===== src/hps_pkg.sv =====
/*
 command codes, bus widths and event types shared by the host bridge
 only the user-I/O and file-download command subsets are decoded
*/
`default_nettype none

package hps_pkg;

	////////////////////
	// bus words

	// one 16-bit word on the host bus
	typedef logic [15:0] word_t;

	// index of a word inside a command frame, saturates at all ones
	typedef logic [8:0] cnt_t;

	// width of the core download address
	localparam int DL_ADDR_W = 27;

	////////////////////
	// user-I/O commands

	localparam logic [7:0] CMD_CFG        = 8'h01;
	localparam logic [7:0] CMD_JOY0       = 8'h02;
	localparam logic [7:0] CMD_JOY1       = 8'h03;
	localparam logic [7:0] CMD_KBD        = 8'h05;
	localparam logic [7:0] CMD_RAWJOY     = 8'h0f;
	localparam logic [7:0] CMD_JOY2       = 8'h10;
	localparam logic [7:0] CMD_JOY3       = 8'h11;
	localparam logic [7:0] CMD_CONFSTR    = 8'h14;
	localparam logic [7:0] CMD_STATUS     = 8'h1e;
	localparam logic [7:0] CMD_STATUS_REQ = 8'h29;
	localparam logic [7:0] CMD_MENUMASK   = 8'h2e;

	// upper nibble of the first reply to a status request
	localparam logic [3:0] STATUS_REQ_TAG = 4'ha;

	////////////////////
	// file-transfer commands

	localparam logic [7:0] FIO_FILE_TX     = 8'h53;
	localparam logic [7:0] FIO_FILE_TX_DAT = 8'h54;
	localparam logic [7:0] FIO_FILE_INDEX  = 8'h55;
	localparam logic [7:0] FIO_FILE_INFO   = 8'h56;

	////////////////////
	// keyboard event

	// toggle flips on every reported key event
	typedef struct packed {
		logic       toggle;
		logic       pressed;
		logic       extended;
		logic [7:0] code;
	} key_event_t;

endpackage

`default_nettype wire


===== src/hps_cmd_if.sv =====
/*
 decoded user-I/O command frame, driven by the framer
 strobe is combinational with the host strobe, no back-pressure
*/
`timescale 1ns/1ps
`default_nettype none

interface hps_cmd_if import hps_pkg::*; ();

	// one cycle per host word inside a frame
	logic  strobe;
	// index of the current word, 0 is the command itself
	cnt_t  cnt;
	// latched command, valid from word 1 on
	word_t cmd;
	// host word of the current strobe
	word_t din;
	// one cycle pulse after the frame closes
	logic  frame_end;

	modport framer (
		output strobe,
		output cnt,
		output cmd,
		output din,
		output frame_end
	);

	modport sink (
		input strobe,
		input cnt,
		input cmd,
		input din,
		input frame_end
	);

endinterface

`default_nettype wire


===== src/hps_cmd_frame.sv =====
/*
 framing of the io_enable command bus
 the host must keep io_enable high for the whole frame
*/
`timescale 1ns/1ps
`default_nettype none

module hps_cmd_frame import hps_pkg::*; (
	input  logic      clk_sys,
	input  logic      rst_n,
	input  logic      io_enable,
	input  logic      io_strobe,
	input  word_t     io_din,
	hps_cmd_if.framer cmd_if
);

	logic  enable_q;
	logic  frame_end_q;
	logic  word_stb;
	cnt_t  word_cnt;
	word_t cmd_q;

	assign word_stb = io_enable & io_strobe;

	always_ff @(posedge clk_sys) begin
		if (!rst_n) begin
			enable_q    <= 1'b0;
			frame_end_q <= 1'b0;
			word_cnt    <= '0;
			cmd_q       <= '0;
		end else begin
			enable_q    <= io_enable;
			// falling edge of the frame enable, seen one cycle late
			frame_end_q <= enable_q & ~io_enable;

			if (!io_enable) begin
				word_cnt <= '0;
			end else if (word_stb && !(&word_cnt)) begin
				word_cnt <= word_cnt + 1'b1;
			end

			// command survives the frame_end cycle, then clears
			if (frame_end_q) begin
				cmd_q <= '0;
			end
			if (word_stb && word_cnt == '0) begin
				cmd_q <= io_din;
			end
		end
	end

	assign cmd_if.strobe    = word_stb;
	assign cmd_if.cnt       = word_cnt;
	assign cmd_if.cmd       = cmd_q;
	assign cmd_if.din       = io_din;
	assign cmd_if.frame_end = frame_end_q;

endmodule

`default_nettype wire


===== src/hps_user_regs.sv =====
/*
 user registers written by the host and the registered reply word
 conf_str must be exactly STRLEN bytes, first character in the top byte
*/
`timescale 1ns/1ps
`default_nettype none

module hps_user_regs import hps_pkg::*; #(
	parameter int STRLEN = 1
) (
	input  logic              clk_sys,
	input  logic              rst_n,
	hps_cmd_if.sink           cmd_if,
	input  logic [8*STRLEN-1:0] conf_str,
	input  logic [5:0]        raw_joy,
	input  logic [63:0]       status_in,
	input  logic              status_set,
	input  word_t             status_menumask,
	output word_t             io_dout,
	output logic [31:0]       joystick_0,
	output logic [31:0]       joystick_1,
	output logic [31:0]       joystick_2,
	output logic [31:0]       joystick_3,
	output logic [63:0]       status,
	output logic [1:0]        buttons,
	output logic              forced_scandoubler,
	output logic              direct_video
);

	word_t       cfg;
	logic [31:0] joy [4];
	logic [1:0]  joy_sel;
	logic        joy_cmd;
	logic        status_set_q;
	logic [3:0]  stflg;
	logic [63:0] status_req;

	// joystick commands are not contiguous
	always_comb begin
		joy_sel = 2'd0;
		joy_cmd = 1'b1;
		case (cmd_if.cmd)
			CMD_JOY0: joy_sel = 2'd0;
			CMD_JOY1: joy_sel = 2'd1;
			CMD_JOY2: joy_sel = 2'd2;
			CMD_JOY3: joy_sel = 2'd3;
			default:  joy_cmd = 1'b0;
		endcase
	end

	////////////////////
	// host writes

	always_ff @(posedge clk_sys) begin
		if (!rst_n) begin
			cfg    <= '0;
			joy    <= '{default: '0};
			status <= '0;
		end else if (cmd_if.strobe && cmd_if.cnt != '0) begin
			if (cmd_if.cmd == CMD_CFG && cmd_if.cnt == cnt_t'(1)) begin
				cfg <= cmd_if.din;
			end

			// first word is the low half, any later word the high half
			if (joy_cmd) begin
				if (cmd_if.cnt == cnt_t'(1)) begin
					joy[joy_sel][15:0] <= cmd_if.din;
				end else begin
					joy[joy_sel][31:16] <= cmd_if.din;
				end
			end

			if (cmd_if.cmd == CMD_STATUS && cmd_if.cnt <= cnt_t'(4)) begin
				status[16*(int'(cmd_if.cnt) - 1) +: 16] <= cmd_if.din;
			end
		end
	end

	////////////////////
	// core status request

	always_ff @(posedge clk_sys) begin
		if (!rst_n) begin
			status_set_q <= 1'b0;
			stflg        <= '0;
		end else begin
			status_set_q <= status_set;
			if (status_set && !status_set_q) begin
				stflg <= stflg + 1'b1;
			end
		end
	end

	// requested value is captured on the same edge as the count
	always_ff @(posedge clk_sys) begin
		if (status_set && !status_set_q) begin
			status_req <= status_in;
		end
	end

	////////////////////
	// reply word

	// zero unless the word just strobed asks for data
	always_ff @(posedge clk_sys) begin
		if (!rst_n) begin
			io_dout <= '0;
		end else begin
			io_dout <= '0;
			if (cmd_if.strobe) begin
				if (cmd_if.cnt == '0) begin
					if (cmd_if.din == word_t'(CMD_STATUS_REQ)) begin
						io_dout <= {8'h00, STATUS_REQ_TAG, stflg};
					end
				end else begin
					case (cmd_if.cmd)
						CMD_STATUS_REQ: begin
							if (cmd_if.cnt <= cnt_t'(4)) begin
								io_dout <= status_req[16*(int'(cmd_if.cnt) - 1) +: 16];
							end
						end
						CMD_MENUMASK: begin
							if (cmd_if.cnt == cnt_t'(1)) begin
								io_dout <= status_menumask;
							end
						end
						CMD_RAWJOY: io_dout <= {10'd0, raw_joy};
						// byte k-1 of the string, counted from the top
						CMD_CONFSTR: begin
							if (cmd_if.cnt <= STRLEN) begin
								io_dout <= {8'h00, conf_str[8*(STRLEN - int'(cmd_if.cnt)) +: 8]};
							end
						end
						default: ;
					endcase
				end
			end
		end
	end

	assign joystick_0 = joy[0];
	assign joystick_1 = joy[1];
	assign joystick_2 = joy[2];
	assign joystick_3 = joy[3];

	// remaining config bits are used outside the core
	assign buttons            = cfg[1:0];
	assign forced_scandoubler = cfg[4];
	assign direct_video       = cfg[10];

endmodule

`default_nettype wire


===== src/hps_ps2_key.sv =====
/*
 PS/2 scan-code assembly from keyboard command frames
 only the last four bytes of a frame are kept
*/
`timescale 1ns/1ps
`default_nettype none

module hps_ps2_key import hps_pkg::*; (
	input  logic       clk_sys,
	input  logic       rst_n,
	hps_cmd_if.sink    cmd_if,
	output key_event_t ps2_key
);

	logic [31:0] key_raw;
	logic        skip;
	logic        pressed;
	logic        extended;
	logic        kbd_word;

	assign kbd_word = cmd_if.strobe && cmd_if.cnt != '0 && cmd_if.cmd == CMD_KBD;

	// on a release the prefix sits in front of the F0 byte
	assign pressed  = key_raw[15:8] != 8'hf0;
	assign extended = pressed ? (key_raw[15:8] == 8'he0) : (key_raw[23:16] == 8'he0);

	// byte history, newest byte at the bottom
	always_ff @(posedge clk_sys) begin
		if (cmd_if.strobe && cmd_if.cnt == '0 && cmd_if.din == word_t'(CMD_KBD)) begin
			key_raw <= '0;
		end else if (kbd_word && !(&cmd_if.din[15:8]) && !skip) begin
			key_raw <= {key_raw[23:0], cmd_if.din[7:0]};
		end
	end

	always_ff @(posedge clk_sys) begin
		if (!rst_n) begin
			skip    <= 1'b0;
			ps2_key <= '0;
		end else begin
			if (cmd_if.strobe && cmd_if.cnt == '0) begin
				skip <= 1'b0;
			end else if (kbd_word && (&cmd_if.din[15:8])) begin
				skip <= 1'b1;
			end

			if (cmd_if.frame_end && cmd_if.cmd == CMD_KBD && !skip) begin
				ps2_key.toggle <= ~ps2_key.toggle;
				case (key_raw)
					// print screen make
					32'he012e07c: {ps2_key.pressed, ps2_key.extended, ps2_key.code} <= 10'h37c;
					// print screen break
					32'h7ce0f012: {ps2_key.pressed, ps2_key.extended, ps2_key.code} <= 10'h17c;
					// pause has no break code
					32'hf014f077: {ps2_key.pressed, ps2_key.extended, ps2_key.code} <= 10'h377;
					default: begin
						ps2_key.pressed  <= pressed;
						ps2_key.extended <= extended;
						ps2_key.code     <= key_raw[7:0];
					end
				endcase
			end
		end
	end

endmodule

`default_nettype wire


===== src/hps_file_rx.sv =====
/*
 file download from the host into the core, 8-bit data only
 no wait input, the core must accept one byte per ioctl_wr
*/
`timescale 1ns/1ps
`default_nettype none

module hps_file_rx import hps_pkg::*; (
	input  logic                 clk_sys,
	input  logic                 rst_n,
	input  logic                 fp_enable,
	input  logic                 io_strobe,
	input  word_t                io_din,
	output word_t                fp_dout,
	output logic                 ioctl_download,
	output word_t                ioctl_index,
	output logic                 ioctl_wr,
	output logic [DL_ADDR_W-1:0] ioctl_addr,
	output logic [7:0]           ioctl_dout,
	output logic [31:0]          ioctl_file_ext
);

	logic                 has_cmd;
	word_t                cmd;
	logic [1:0]           arg_cnt;
	logic [DL_ADDR_W-1:0] addr;
	logic                 wr;

	// nothing is ever read back over the file bus
	assign fp_dout = '0;

	always_ff @(posedge clk_sys) begin
		if (!rst_n) begin
			has_cmd        <= 1'b0;
			cmd            <= '0;
			arg_cnt        <= '0;
			addr           <= '0;
			wr             <= 1'b0;
			ioctl_wr       <= 1'b0;
			ioctl_download <= 1'b0;
			ioctl_index    <= '0;
			ioctl_addr     <= '0;
			ioctl_dout     <= '0;
			ioctl_file_ext <= '0;
		end else begin
			// write strobe trails the data by one cycle
			ioctl_wr <= wr;
			wr       <= 1'b0;

			if (!fp_enable) begin
				has_cmd <= 1'b0;
			end else if (io_strobe) begin
				if (!has_cmd) begin
					cmd     <= io_din;
					has_cmd <= 1'b1;
					arg_cnt <= '0;
				end else begin
					if (!(&arg_cnt)) begin
						arg_cnt <= arg_cnt + 1'b1;
					end

					case (cmd)
						// extension, upper half first
						FIO_FILE_INFO: begin
							if (arg_cnt == 2'd0) begin
								ioctl_file_ext[31:16] <= io_din;
							end else if (arg_cnt == 2'd1) begin
								ioctl_file_ext[15:0] <= io_din;
							end
						end

						FIO_FILE_INDEX: ioctl_index <= io_din;

						FIO_FILE_TX: begin
							case (arg_cnt)
								2'd0: begin
									if (io_din != '0) begin
										addr           <= '0;
										ioctl_download <= 1'b1;
									end else begin
										// leave the final address visible
										if (ioctl_download) begin
											ioctl_addr <= addr;
										end
										ioctl_download <= 1'b0;
									end
								end
								2'd1: begin
									ioctl_addr[15:0] <= io_din;
									addr[15:0]       <= io_din;
								end
								2'd2: begin
									ioctl_addr[26:16] <= io_din[10:0];
									addr[26:16]       <= io_din[10:0];
								end
								default: ;
							endcase
						end

						FIO_FILE_TX_DAT: begin
							if (ioctl_download) begin
								ioctl_addr <= addr;
								ioctl_dout <= io_din[7:0];
								wr         <= 1'b1;
								addr       <= addr + 1'b1;
							end
						end

						default: ;
					endcase
				end
			end
		end
	end

endmodule

`default_nettype wire


===== src/hps_io.sv =====
/*
 host-to-core command bridge, top level with plain host bus ports
 STRLEN must equal the byte length of conf_str
*/
`timescale 1ns/1ps
`default_nettype none

module hps_io import hps_pkg::*; #(
	parameter int STRLEN = 1
) (
	input  logic                 clk_sys,
	input  logic                 rst_n,

	// host bus
	input  logic                 io_enable,
	input  logic                 fp_enable,
	input  logic                 io_strobe,
	input  word_t                io_din,
	output word_t                io_dout,
	output word_t                fp_dout,

	// core side
	input  logic [8*STRLEN-1:0]  conf_str,
	input  logic [5:0]           raw_joy,
	input  logic [63:0]          status_in,
	input  logic                 status_set,
	input  word_t                status_menumask,
	output logic [31:0]          joystick_0,
	output logic [31:0]          joystick_1,
	output logic [31:0]          joystick_2,
	output logic [31:0]          joystick_3,
	output logic [63:0]          status,
	output logic [1:0]           buttons,
	output logic                 forced_scandoubler,
	output logic                 direct_video,
	output key_event_t           ps2_key,

	// download port
	output logic                 ioctl_download,
	output word_t                ioctl_index,
	output logic                 ioctl_wr,
	output logic [DL_ADDR_W-1:0] ioctl_addr,
	output logic [7:0]           ioctl_dout,
	output logic [31:0]          ioctl_file_ext
);

	hps_cmd_if cmd_if ();

	////////////////////
	// user-I/O path

	hps_cmd_frame u_frame (
		.clk_sys   (clk_sys),
		.rst_n     (rst_n),
		.io_enable (io_enable),
		.io_strobe (io_strobe),
		.io_din    (io_din),
		.cmd_if    (cmd_if.framer)
	);

	hps_user_regs #(
		.STRLEN (STRLEN)
	) u_regs (
		.clk_sys            (clk_sys),
		.rst_n              (rst_n),
		.cmd_if             (cmd_if.sink),
		.conf_str           (conf_str),
		.raw_joy            (raw_joy),
		.status_in          (status_in),
		.status_set         (status_set),
		.status_menumask    (status_menumask),
		.io_dout            (io_dout),
		.joystick_0         (joystick_0),
		.joystick_1         (joystick_1),
		.joystick_2         (joystick_2),
		.joystick_3         (joystick_3),
		.status             (status),
		.buttons            (buttons),
		.forced_scandoubler (forced_scandoubler),
		.direct_video       (direct_video)
	);

	hps_ps2_key u_key (
		.clk_sys (clk_sys),
		.rst_n   (rst_n),
		.cmd_if  (cmd_if.sink),
		.ps2_key (ps2_key)
	);

	////////////////////
	// file path, framed by fp_enable

	hps_file_rx u_file (
		.clk_sys        (clk_sys),
		.rst_n          (rst_n),
		.fp_enable      (fp_enable),
		.io_strobe      (io_strobe),
		.io_din         (io_din),
		.fp_dout        (fp_dout),
		.ioctl_download (ioctl_download),
		.ioctl_index    (ioctl_index),
		.ioctl_wr       (ioctl_wr),
		.ioctl_addr     (ioctl_addr),
		.ioctl_dout     (ioctl_dout),
		.ioctl_file_ext (ioctl_file_ext)
	);

endmodule

`default_nettype wire


===== config.mk =====
export PLATFORM = sky130hd
export DESIGN_NAME = hps_io
export DESIGN_NICKNAME = d
export VERILOG_FILES = /design/src/hps_pkg.sv /design/src/hps_cmd_if.sv /design/src/hps_cmd_frame.sv /design/src/hps_user_regs.sv /design/src/hps_ps2_key.sv /design/src/hps_file_rx.sv /design/src/hps_io.sv
export SDC_FILE = /design/constraint.sdc
export NUM_CORES = 1
export LEC_CHECK = 0
export ABC_AREA = 1
export ABC_CLOCK_PERIOD_IN_PS = 5400
export BUFFER_PORTS_ARGS = -buffer_cell sky130_fd_sc_hd__buf_2
export CAP_MARGIN = 20
export CELL_PAD_IN_SITES_DETAIL_PLACEMENT = 1
export CELL_PAD_IN_SITES_GLOBAL_PLACEMENT = 1
export CORE_ASPECT_RATIO = 1.2
export CORE_MARGIN = 5
export CORE_UTILIZATION = 40
export CTS_CLUSTER_DIAMETER = 40
export DETAILED_ROUTE_END_ITERATION = 6
export HOLD_SLACK_MARGIN = 0.05
export PLACE_DENSITY = 0.86
export SLEW_MARGIN = 25
export SYNTH_ARGS = -nofsm -noshare
export SYNTH_HDL_FRONTEND = slang
export SYNTH_SLANG_ARGS = --single-unit

===== constraint.sdc =====
create_clock -name clk_sys -period 5.4 [get_ports clk_sys]
set_input_delay 0.81 -clock clk_sys [delete_from_list [all_inputs] [get_ports clk_sys]]
set_output_delay 0.81 -clock clk_sys [all_outputs]
set_load 0.005 [all_outputs]

# ---- Word level (Yosys, flattened, before mapping)
# Index checks and enable logic that the tools add are counted.
# W data, S select, Z words.
dict set report totals {
  word_cells 170
  inputBits 116
  out_inout_bits 324
  register_bits 491
}
dict set report op_classes {
  eq_ne 32
  shift 4
  reduce_logical 47
  n_mux 34
  n_addsub 7
  n_bitwise 8
  order_cmp 4
}
# cell n
set ops {}
lappend ops {{$bwmux W128} 2}
lappend ops {{$demux W32 S2} 2}
lappend ops {{$mux W128} 1}
lappend ops {{$mux W27} 4}
lappend ops {{$pmux W27 S2} 2}
lappend ops {{$mux W16} 6}
lappend ops {{$bwmux W64} 1}
lappend ops {{$eq A16 B5 Y1 const B} 4}
lappend ops {{$eq A16 B7 Y1 const B} 4}
lappend ops {{$eq A32 B32 Y1 const B} 2}
lappend ops {{$pmux W16 S2} 2}
lappend ops {{$pmux W16 S4} 1}
lappend ops {{$shift A16 B33 Y64 const A} 1}
lappend ops {{$shiftx A16 B33 Y64} 1}
lappend ops {{$shiftx A64 B32 Y16} 1}
lappend ops {{$eq A16 B6 Y1 const B} 3}
lappend ops {{$pmux W11 S2} 2}
lappend ops {{$neg A32 Y33} 1}
lappend ops {{$eq A16 B2 Y1 const B} 2}
lappend ops {{$eq A16 B3 Y1 const B} 2}
lappend ops {{$eq A32 B31 Y1 const B} 1}
lappend ops {{$mux W32} 1}
lappend ops {{$shiftx A8 B32 Y8} 1}
lappend ops {{$pmux W10 S3} 1}
lappend ops {{45 further kinds} 88}

# ---- Logic depth before layout (Yosys ltp)
dict set report depth {
  word_depth 9
  depth_mapped 25
}

# ---- By module
# Synthesis repeated with hierarchy kept, for this count alone.
dict set report hier_totals {
  cells_unflattened 3141
  hier_area_um2 22566.6
}
# mod seq_area_each_um2 instances area_per_inst_um2 cells_each
set modules_own_cells {}
lappend modules_own_cells {hps_user_regs 6266.0 1 11464.7 1381}
lappend modules_own_cells {hps_file_rx 2642.5 1 7081.8 1140}
lappend modules_own_cells {hps_ps2_key 880.8 1 2522.4 447}
lappend modules_own_cells {hps_cmd_frame 540.5 1 1497.7 173}

# ---- Worst setup path after synthesis
# No wires, ideal clock.
dict set report synth_path {
  kind {input to register}
  startpoint {in status_set}
  endpoint {reg u_regs.stflg[3]}
  setup_slack_ns 0.881
  arrival_time_ns 4.400
  path_stages 7
  t_required_ns 5.281
  path_cell_list {inv_1 > nor2_1 > inv_1 > nor2_1 > nand3_1 > o21ai_0 > a21oi_1}
}
dict set report synth_via {
  elab_chain_cells 1
}
# item line_no
set synth_lines {}
lappend synth_lines {{start, declared} hps_io.sv:26} ;# input logic status_set,
lappend synth_lines {{$logic_and A1 B1 Y1} hps_user_regs.sv:88} ;# if (status_set && !status_set_q) begin
lappend synth_lines {{end signal, assigned} hps_user_regs.sv:89} ;# stflg <= stflg + 1'b1;
lappend synth_lines {{end, declared} hps_user_regs.sv:35} ;# logic [3:0] stflg;
# Every way passes these cells.
# A chain may end at the register's enable or synchronous reset.

# ---- Worst setup path in the final report
dict set report layout_path {
  startpoint {reg u_frame.word_cnt[1], in the netlist u_frame.cmd_if.cnt[1]}
  endpoint {reg u_regs.status[1]}
}
dict set report layout_via {
  elab_chain_cells 4
}
# item line_no
set layout_lines {}
lappend layout_lines {{start, declared} hps_cmd_frame.sv:20} ;# cnt_t word_cnt;
lappend layout_lines {{start signal, assigned} hps_cmd_frame.sv:39} ;# word_cnt <= word_cnt + 1'b1;
lappend layout_lines {{$sub A9 B1 Y10} hps_user_regs.sv:74} ;# status[16*(int'(cmd_if.cnt) - 1) +: 16] <= cmd_if.din;
lappend layout_lines {{$neg A32 Y33} hps_user_regs.sv:74}
lappend layout_lines {{$shiftx A16 B33 Y64 or $shift A16 B33 Y64 (tied branches)} hps_user_regs.sv:74}
lappend layout_lines {{$bwmux W64} hps_user_regs.sv:74}
lappend layout_lines {{end signal, assigned by index} hps_user_regs.sv:74}
lappend layout_lines {{end, declared} hps_user_regs.sv:24} ;# output logic [63:0] status,
# Parallel ways exist; a longest one is shown, timed or not.

==> summary.txt <==
required time of the worst setup path: 5870 ps
first-pass iteration count of the detailed router: 5
drt first-iter violations: 1527
combinational cell fraction of total power: 0.050
Setup Buffers After CTS: 0
share of cells above drive strength 1: 0.1972
number of placement rows: 91
routed vias: 20820
launch instance of the worst min-delay path: status_in[7]
pin slew with the least headroom to its limit: 1059 ps
endpoint of the worst-slack reg-to-reg timing path: u_regs.status[1]
distinct cell type count of the synthesized netlist: 52
final weighted congestion of routability-driven global placement: 0.9334
library cell contributing the largest single delay on the critical path: sky130_fd_sc_hd__nand3_2
async set or reset register ratio after synthesis: 0
synthesized area: 0.02075 mm2
library cell occupying the most area in the post-synthesis netlist: sky130_fd_sc_hd__dfxtp_1
number of nets with antenna violations after routing: 0
vias in the first global route: 21500
switching part of the total: 0.2434
number of buffers added by the clock tree synthesis step: 68
switching power summed over all nets: 2.192 mW
final layout net count: 3198
share of synthesized area occupied by flip-flops and latches: 0.4977
count of warnings emitted by yosys: 0
most common library cells after synthesis: sky130_fd_sc_hd__dfxtp_1 (420), sky130_fd_sc_hd__nand2_1 (398), sky130_fd_sc_hd__inv_1 (344)
most numerous cell in the Yosys netlist: sky130_fd_sc_hd__dfxtp_1
Register-to-Register Path Depth: 21
end point of the most critical hold path: u_regs.status_req[7]
clock slew seen by the registers of the worst setup and hold paths: 60 ps
area added between synthesis and finish: 23.99%
Leakage Power: 11.17 nW
Peak Freq: 219.1 MHz
critical path endpoint category: flop
pin count of the biggest net entering global routing: 151
global-route wire length before repair: 123500 um
minimum setup slack among reg-to-reg paths: 840 ps
crit share post-route: 0.8452
CTS tree: yes
total gr overflow: 0
number of antenna violations at the first check in global routing: 5
Total Routing Usage GR: 0.2757
Critical Path Most Common Cell: sky130_fd_sc_hd__nor2_1
input/output buffers: 423
maximum resistive drop on vdd: 226.7 uV
Mean Syn Cell Area: 7.638 um2
Hold Fails Final Rpt: 0
startpoint-to-endpoint class of the critical path: reg -> reg
Design Power: 9.005 mW
flip-flop and latch count after synthesis: 484
stage delay of the slowest cell on the critical path: 610 ps
RSZ-0062 raised after global routing: false
EDFF count, synth: 64
type of element launching the critical path: flop
source-to-sink clock delay at the later pin of the worst-skew pair: 600 ps
part of the total power dissipated in sequential elements: 0.414
CP Data Arrival Time: 5040 ps
critical-path cell list: inv_1, ha_1, buf_4, nand2_2, inv_1, nand3_2, inv_2, nand3_1, nor2_2, nand4_1, ha_1, nor2_1, nand3_1, nor2_1, nand2_1, nand2_1, nand3_1, nor2_4, nand3_2, nor2_1, nor2_1
deepest clock path buffer count: 3
Filler Cell Count: 6394
Core Box Area: 0.05135 mm2
Resized Gates After CTS: 0
gate count of the mapped netlist: 2717
vias per cell: 5.451
critical path fanouts, max: 32
result of the run: finished clean
number of design rule violations left after detail routing: 0
number of hold buffers added after CTS: 0
clock group share of total power: 0.537
Slew HR: 0.2889
power density over the cells: 349.9 mW/mm2
Synth top area share: 0.4051
summed negative setup slack over all endpoints: 0 ps
number of clock sinks: 484
width of the chip: 217.9 um
H-Tree Level Count: 3
Max Slew Vio Count: 0
Area contributors post-synth: sky130_fd_sc_hd__dfxtp_1 (41%), sky130_fd_sc_hd__edfxtp_1 (9.3%), sky130_fd_sc_hd__a21oi_1 (7.3%)
count of maximum capacitance violations: 0
WHS Path Cells: 1
starting utilization of the core area: 0.4042
I/O pin count: 440
die span in y: 259.5 um
master cell of the clock root buffer: sky130_fd_sc_hd__clkbuf_16
Total Routed Length: 81750 um
mean routed wirelength per cell: 21.41 um
Internal Pwr Total: 6.813 mW
final setup violation count: 0
area of the die: 0.05656 mm2
predominant post-synthesis flop cell: sky130_fd_sc_hd__dfxtp_1
sum of net half-perimeters after detailed placement: 56190 um
Hold Path Class: in -> reg
worst reg2reg startpoint: u_frame.cmd_if.cnt[1]
final worst path period need: 4564 ps
post-route clock skew: 27.43 ps
## per-stage QoR
step | cell area (um2) | hold slack, ps | util | std cells | setup WS [ps]
2_1_floorplan | 20810 | 390.5 | - | 2732 | 880.6
3_3_place_gp | 23190 | 409.4 | 0.4516 | 3692 | 1364
3_5_place_dp | 23210 | 408.5 | 0.4521 | 3692 | 943.7
4_1_cts | 25680 | 359.4 | 0.5001 | 3815 | 857.0
5_1_grt | 25730 | 371.8 | 0.5010 | 3817 | 402.4
6_report | 25730 | 386.8 | 0.5011 | 3819 | 835.7
## power by group through the flow
stage | Clock [mW] | Combinational, mW | Sequential, mW
2_1_floorplan | 0 | 0.259 | 3.80
3_3_place_gp | 0 | 0.415 | 3.80
3_5_place_dp | 0 | 0.436 | 3.80
4_1_cts | 4.89 | 0.441 | 3.73
5_1_grt | 5.06 | 0.479 | 3.73
6_report | 4.83 | 0.446 | 3.73
## cells by family (layout without fill, tap and decap cells)
group                    after synthesis  count (layout)  synth area share
buffers and inverters                535             922            0.1032
AND/OR/NAND/NOR                      938             938            0.1944
adder cells (fa/ha/maj)               16              16          0.009646
flip-flops                           484             484            0.4977
XOR/XNOR                               6               6          0.002532
AO/OA/AOI/OAI                        733             733            0.1903
multiplexers                           4               4          0.002050
other                                  1              19         0.0001807
## cell usage in the layout, fill, tap and decap left out, types with 8 or more instances in the layout
cell / netlist / layout
sky130_fd_sc_hd__a21oi_1: 304 / 304
sky130_fd_sc_hd__conb_1: 1 / 16
sky130_fd_sc_hd__nor3_1: 74 / 73
sky130_fd_sc_hd__o21ai_0: 274 / 274
sky130_fd_sc_hd__o211ai_1: 9 / 9
sky130_fd_sc_hd__o21ai_1: 22 / 22
sky130_fd_sc_hd__dfxtp_1: 420 / 420
sky130_fd_sc_hd__nor2_2: 8 / 8
sky130_fd_sc_hd__nor2_1: 310 / 307
sky130_fd_sc_hd__a211oi_1: 28 / 28
sky130_fd_sc_hd__nand2_1: 398 / 394
sky130_fd_sc_hd__o22ai_1: 15 / 15
sky130_fd_sc_hd__buf_2: 28 / 422
sky130_fd_sc_hd__a31oi_1: 42 / 42
sky130_fd_sc_hd__clkbuf_16: 0 / 70
sky130_fd_sc_hd__nand2_2: 7 / 11
sky130_fd_sc_hd__o221ai_1: 12 / 12
sky130_fd_sc_hd__edfxtp_1: 64 / 64
sky130_fd_sc_hd__o21bai_1: 13 / 13
sky130_fd_sc_hd__nand3_1: 72 / 71
sky130_fd_sc_hd__ha_1: 16 / 16
sky130_fd_sc_hd__nand4_1: 25 / 25
sky130_fd_sc_hd__bufinv_16: 0 / 10
sky130_fd_sc_hd__inv_1: 344 / 344
sky130_fd_sc_hd__buf_4: 20 / 19
sky130_fd_sc_hd__inv_6: 0 / 10
sky130_fd_sc_hd__nor4_1: 17 / 16
## layout make-up
class / count / area [um2] / share of cell area
tap: 697 / 872.1 / 0.03389
timing repair buffer: 443 / 2296 / 0.08922
antenna: 3 / 7.507 / 0.0002917
inverter: 356 / 1336 / 0.05193
clock inverter: 43 / 615.6 / 0.02392
clock buffer: 80 / 1849 / 0.07186
sequential: 484 / 10330 / 0.4014
multi-input combinational: 1713 / 8427 / 0.3275
## worst max-delay path: cells and delay by family (launching register included)
kind / cells / cell delay [ps]
adder cells (fa/ha/maj): 2 / 640
buffers and inverters: 4 / 660
flip-flops: 1 / 400
AND/OR/NAND/NOR: 15 / 2690
## metal layers
metal  global-route usage  wire [um]
met2               0.4817      40240
met5                    0         34
met1               0.3199      31800
met3              0.06684       6210
met4               0.1232       3470
## state kept, by name (all words and copies together) (netlist names), 27 cells and up
register	cells
u_file.addr	27
u_regs.joystick_2	32
u_key.key_raw	32
u_file.ioctl_file_ext	32
u_regs.joystick_1	32
u_regs.status	64
u_regs.joystick_3	32
u_file.ioctl_addr	27
u_regs.joystick_0	32
u_regs.status_req	64
## worst max path at each step
stage / from / endpoint / cells after the start
floorplan: status_set / u_regs.stflg[3] / 7
global placement: u_frame.cmd_if.cnt[1] / u_regs.status[11] / 20
detailed placement: u_frame.cmd_if.cnt[1] / u_regs.status[1] / 21
CTS: u_frame.cmd_if.cnt[1] / u_regs.status[1] / 21
global route: u_frame.cmd_if.cnt[1] / u_regs.status[3] / 22
finish: u_frame.cmd_if.cnt[1] / u_regs.status[1] / 21
No activity file was read; power rests on OpenSTA's default activity.
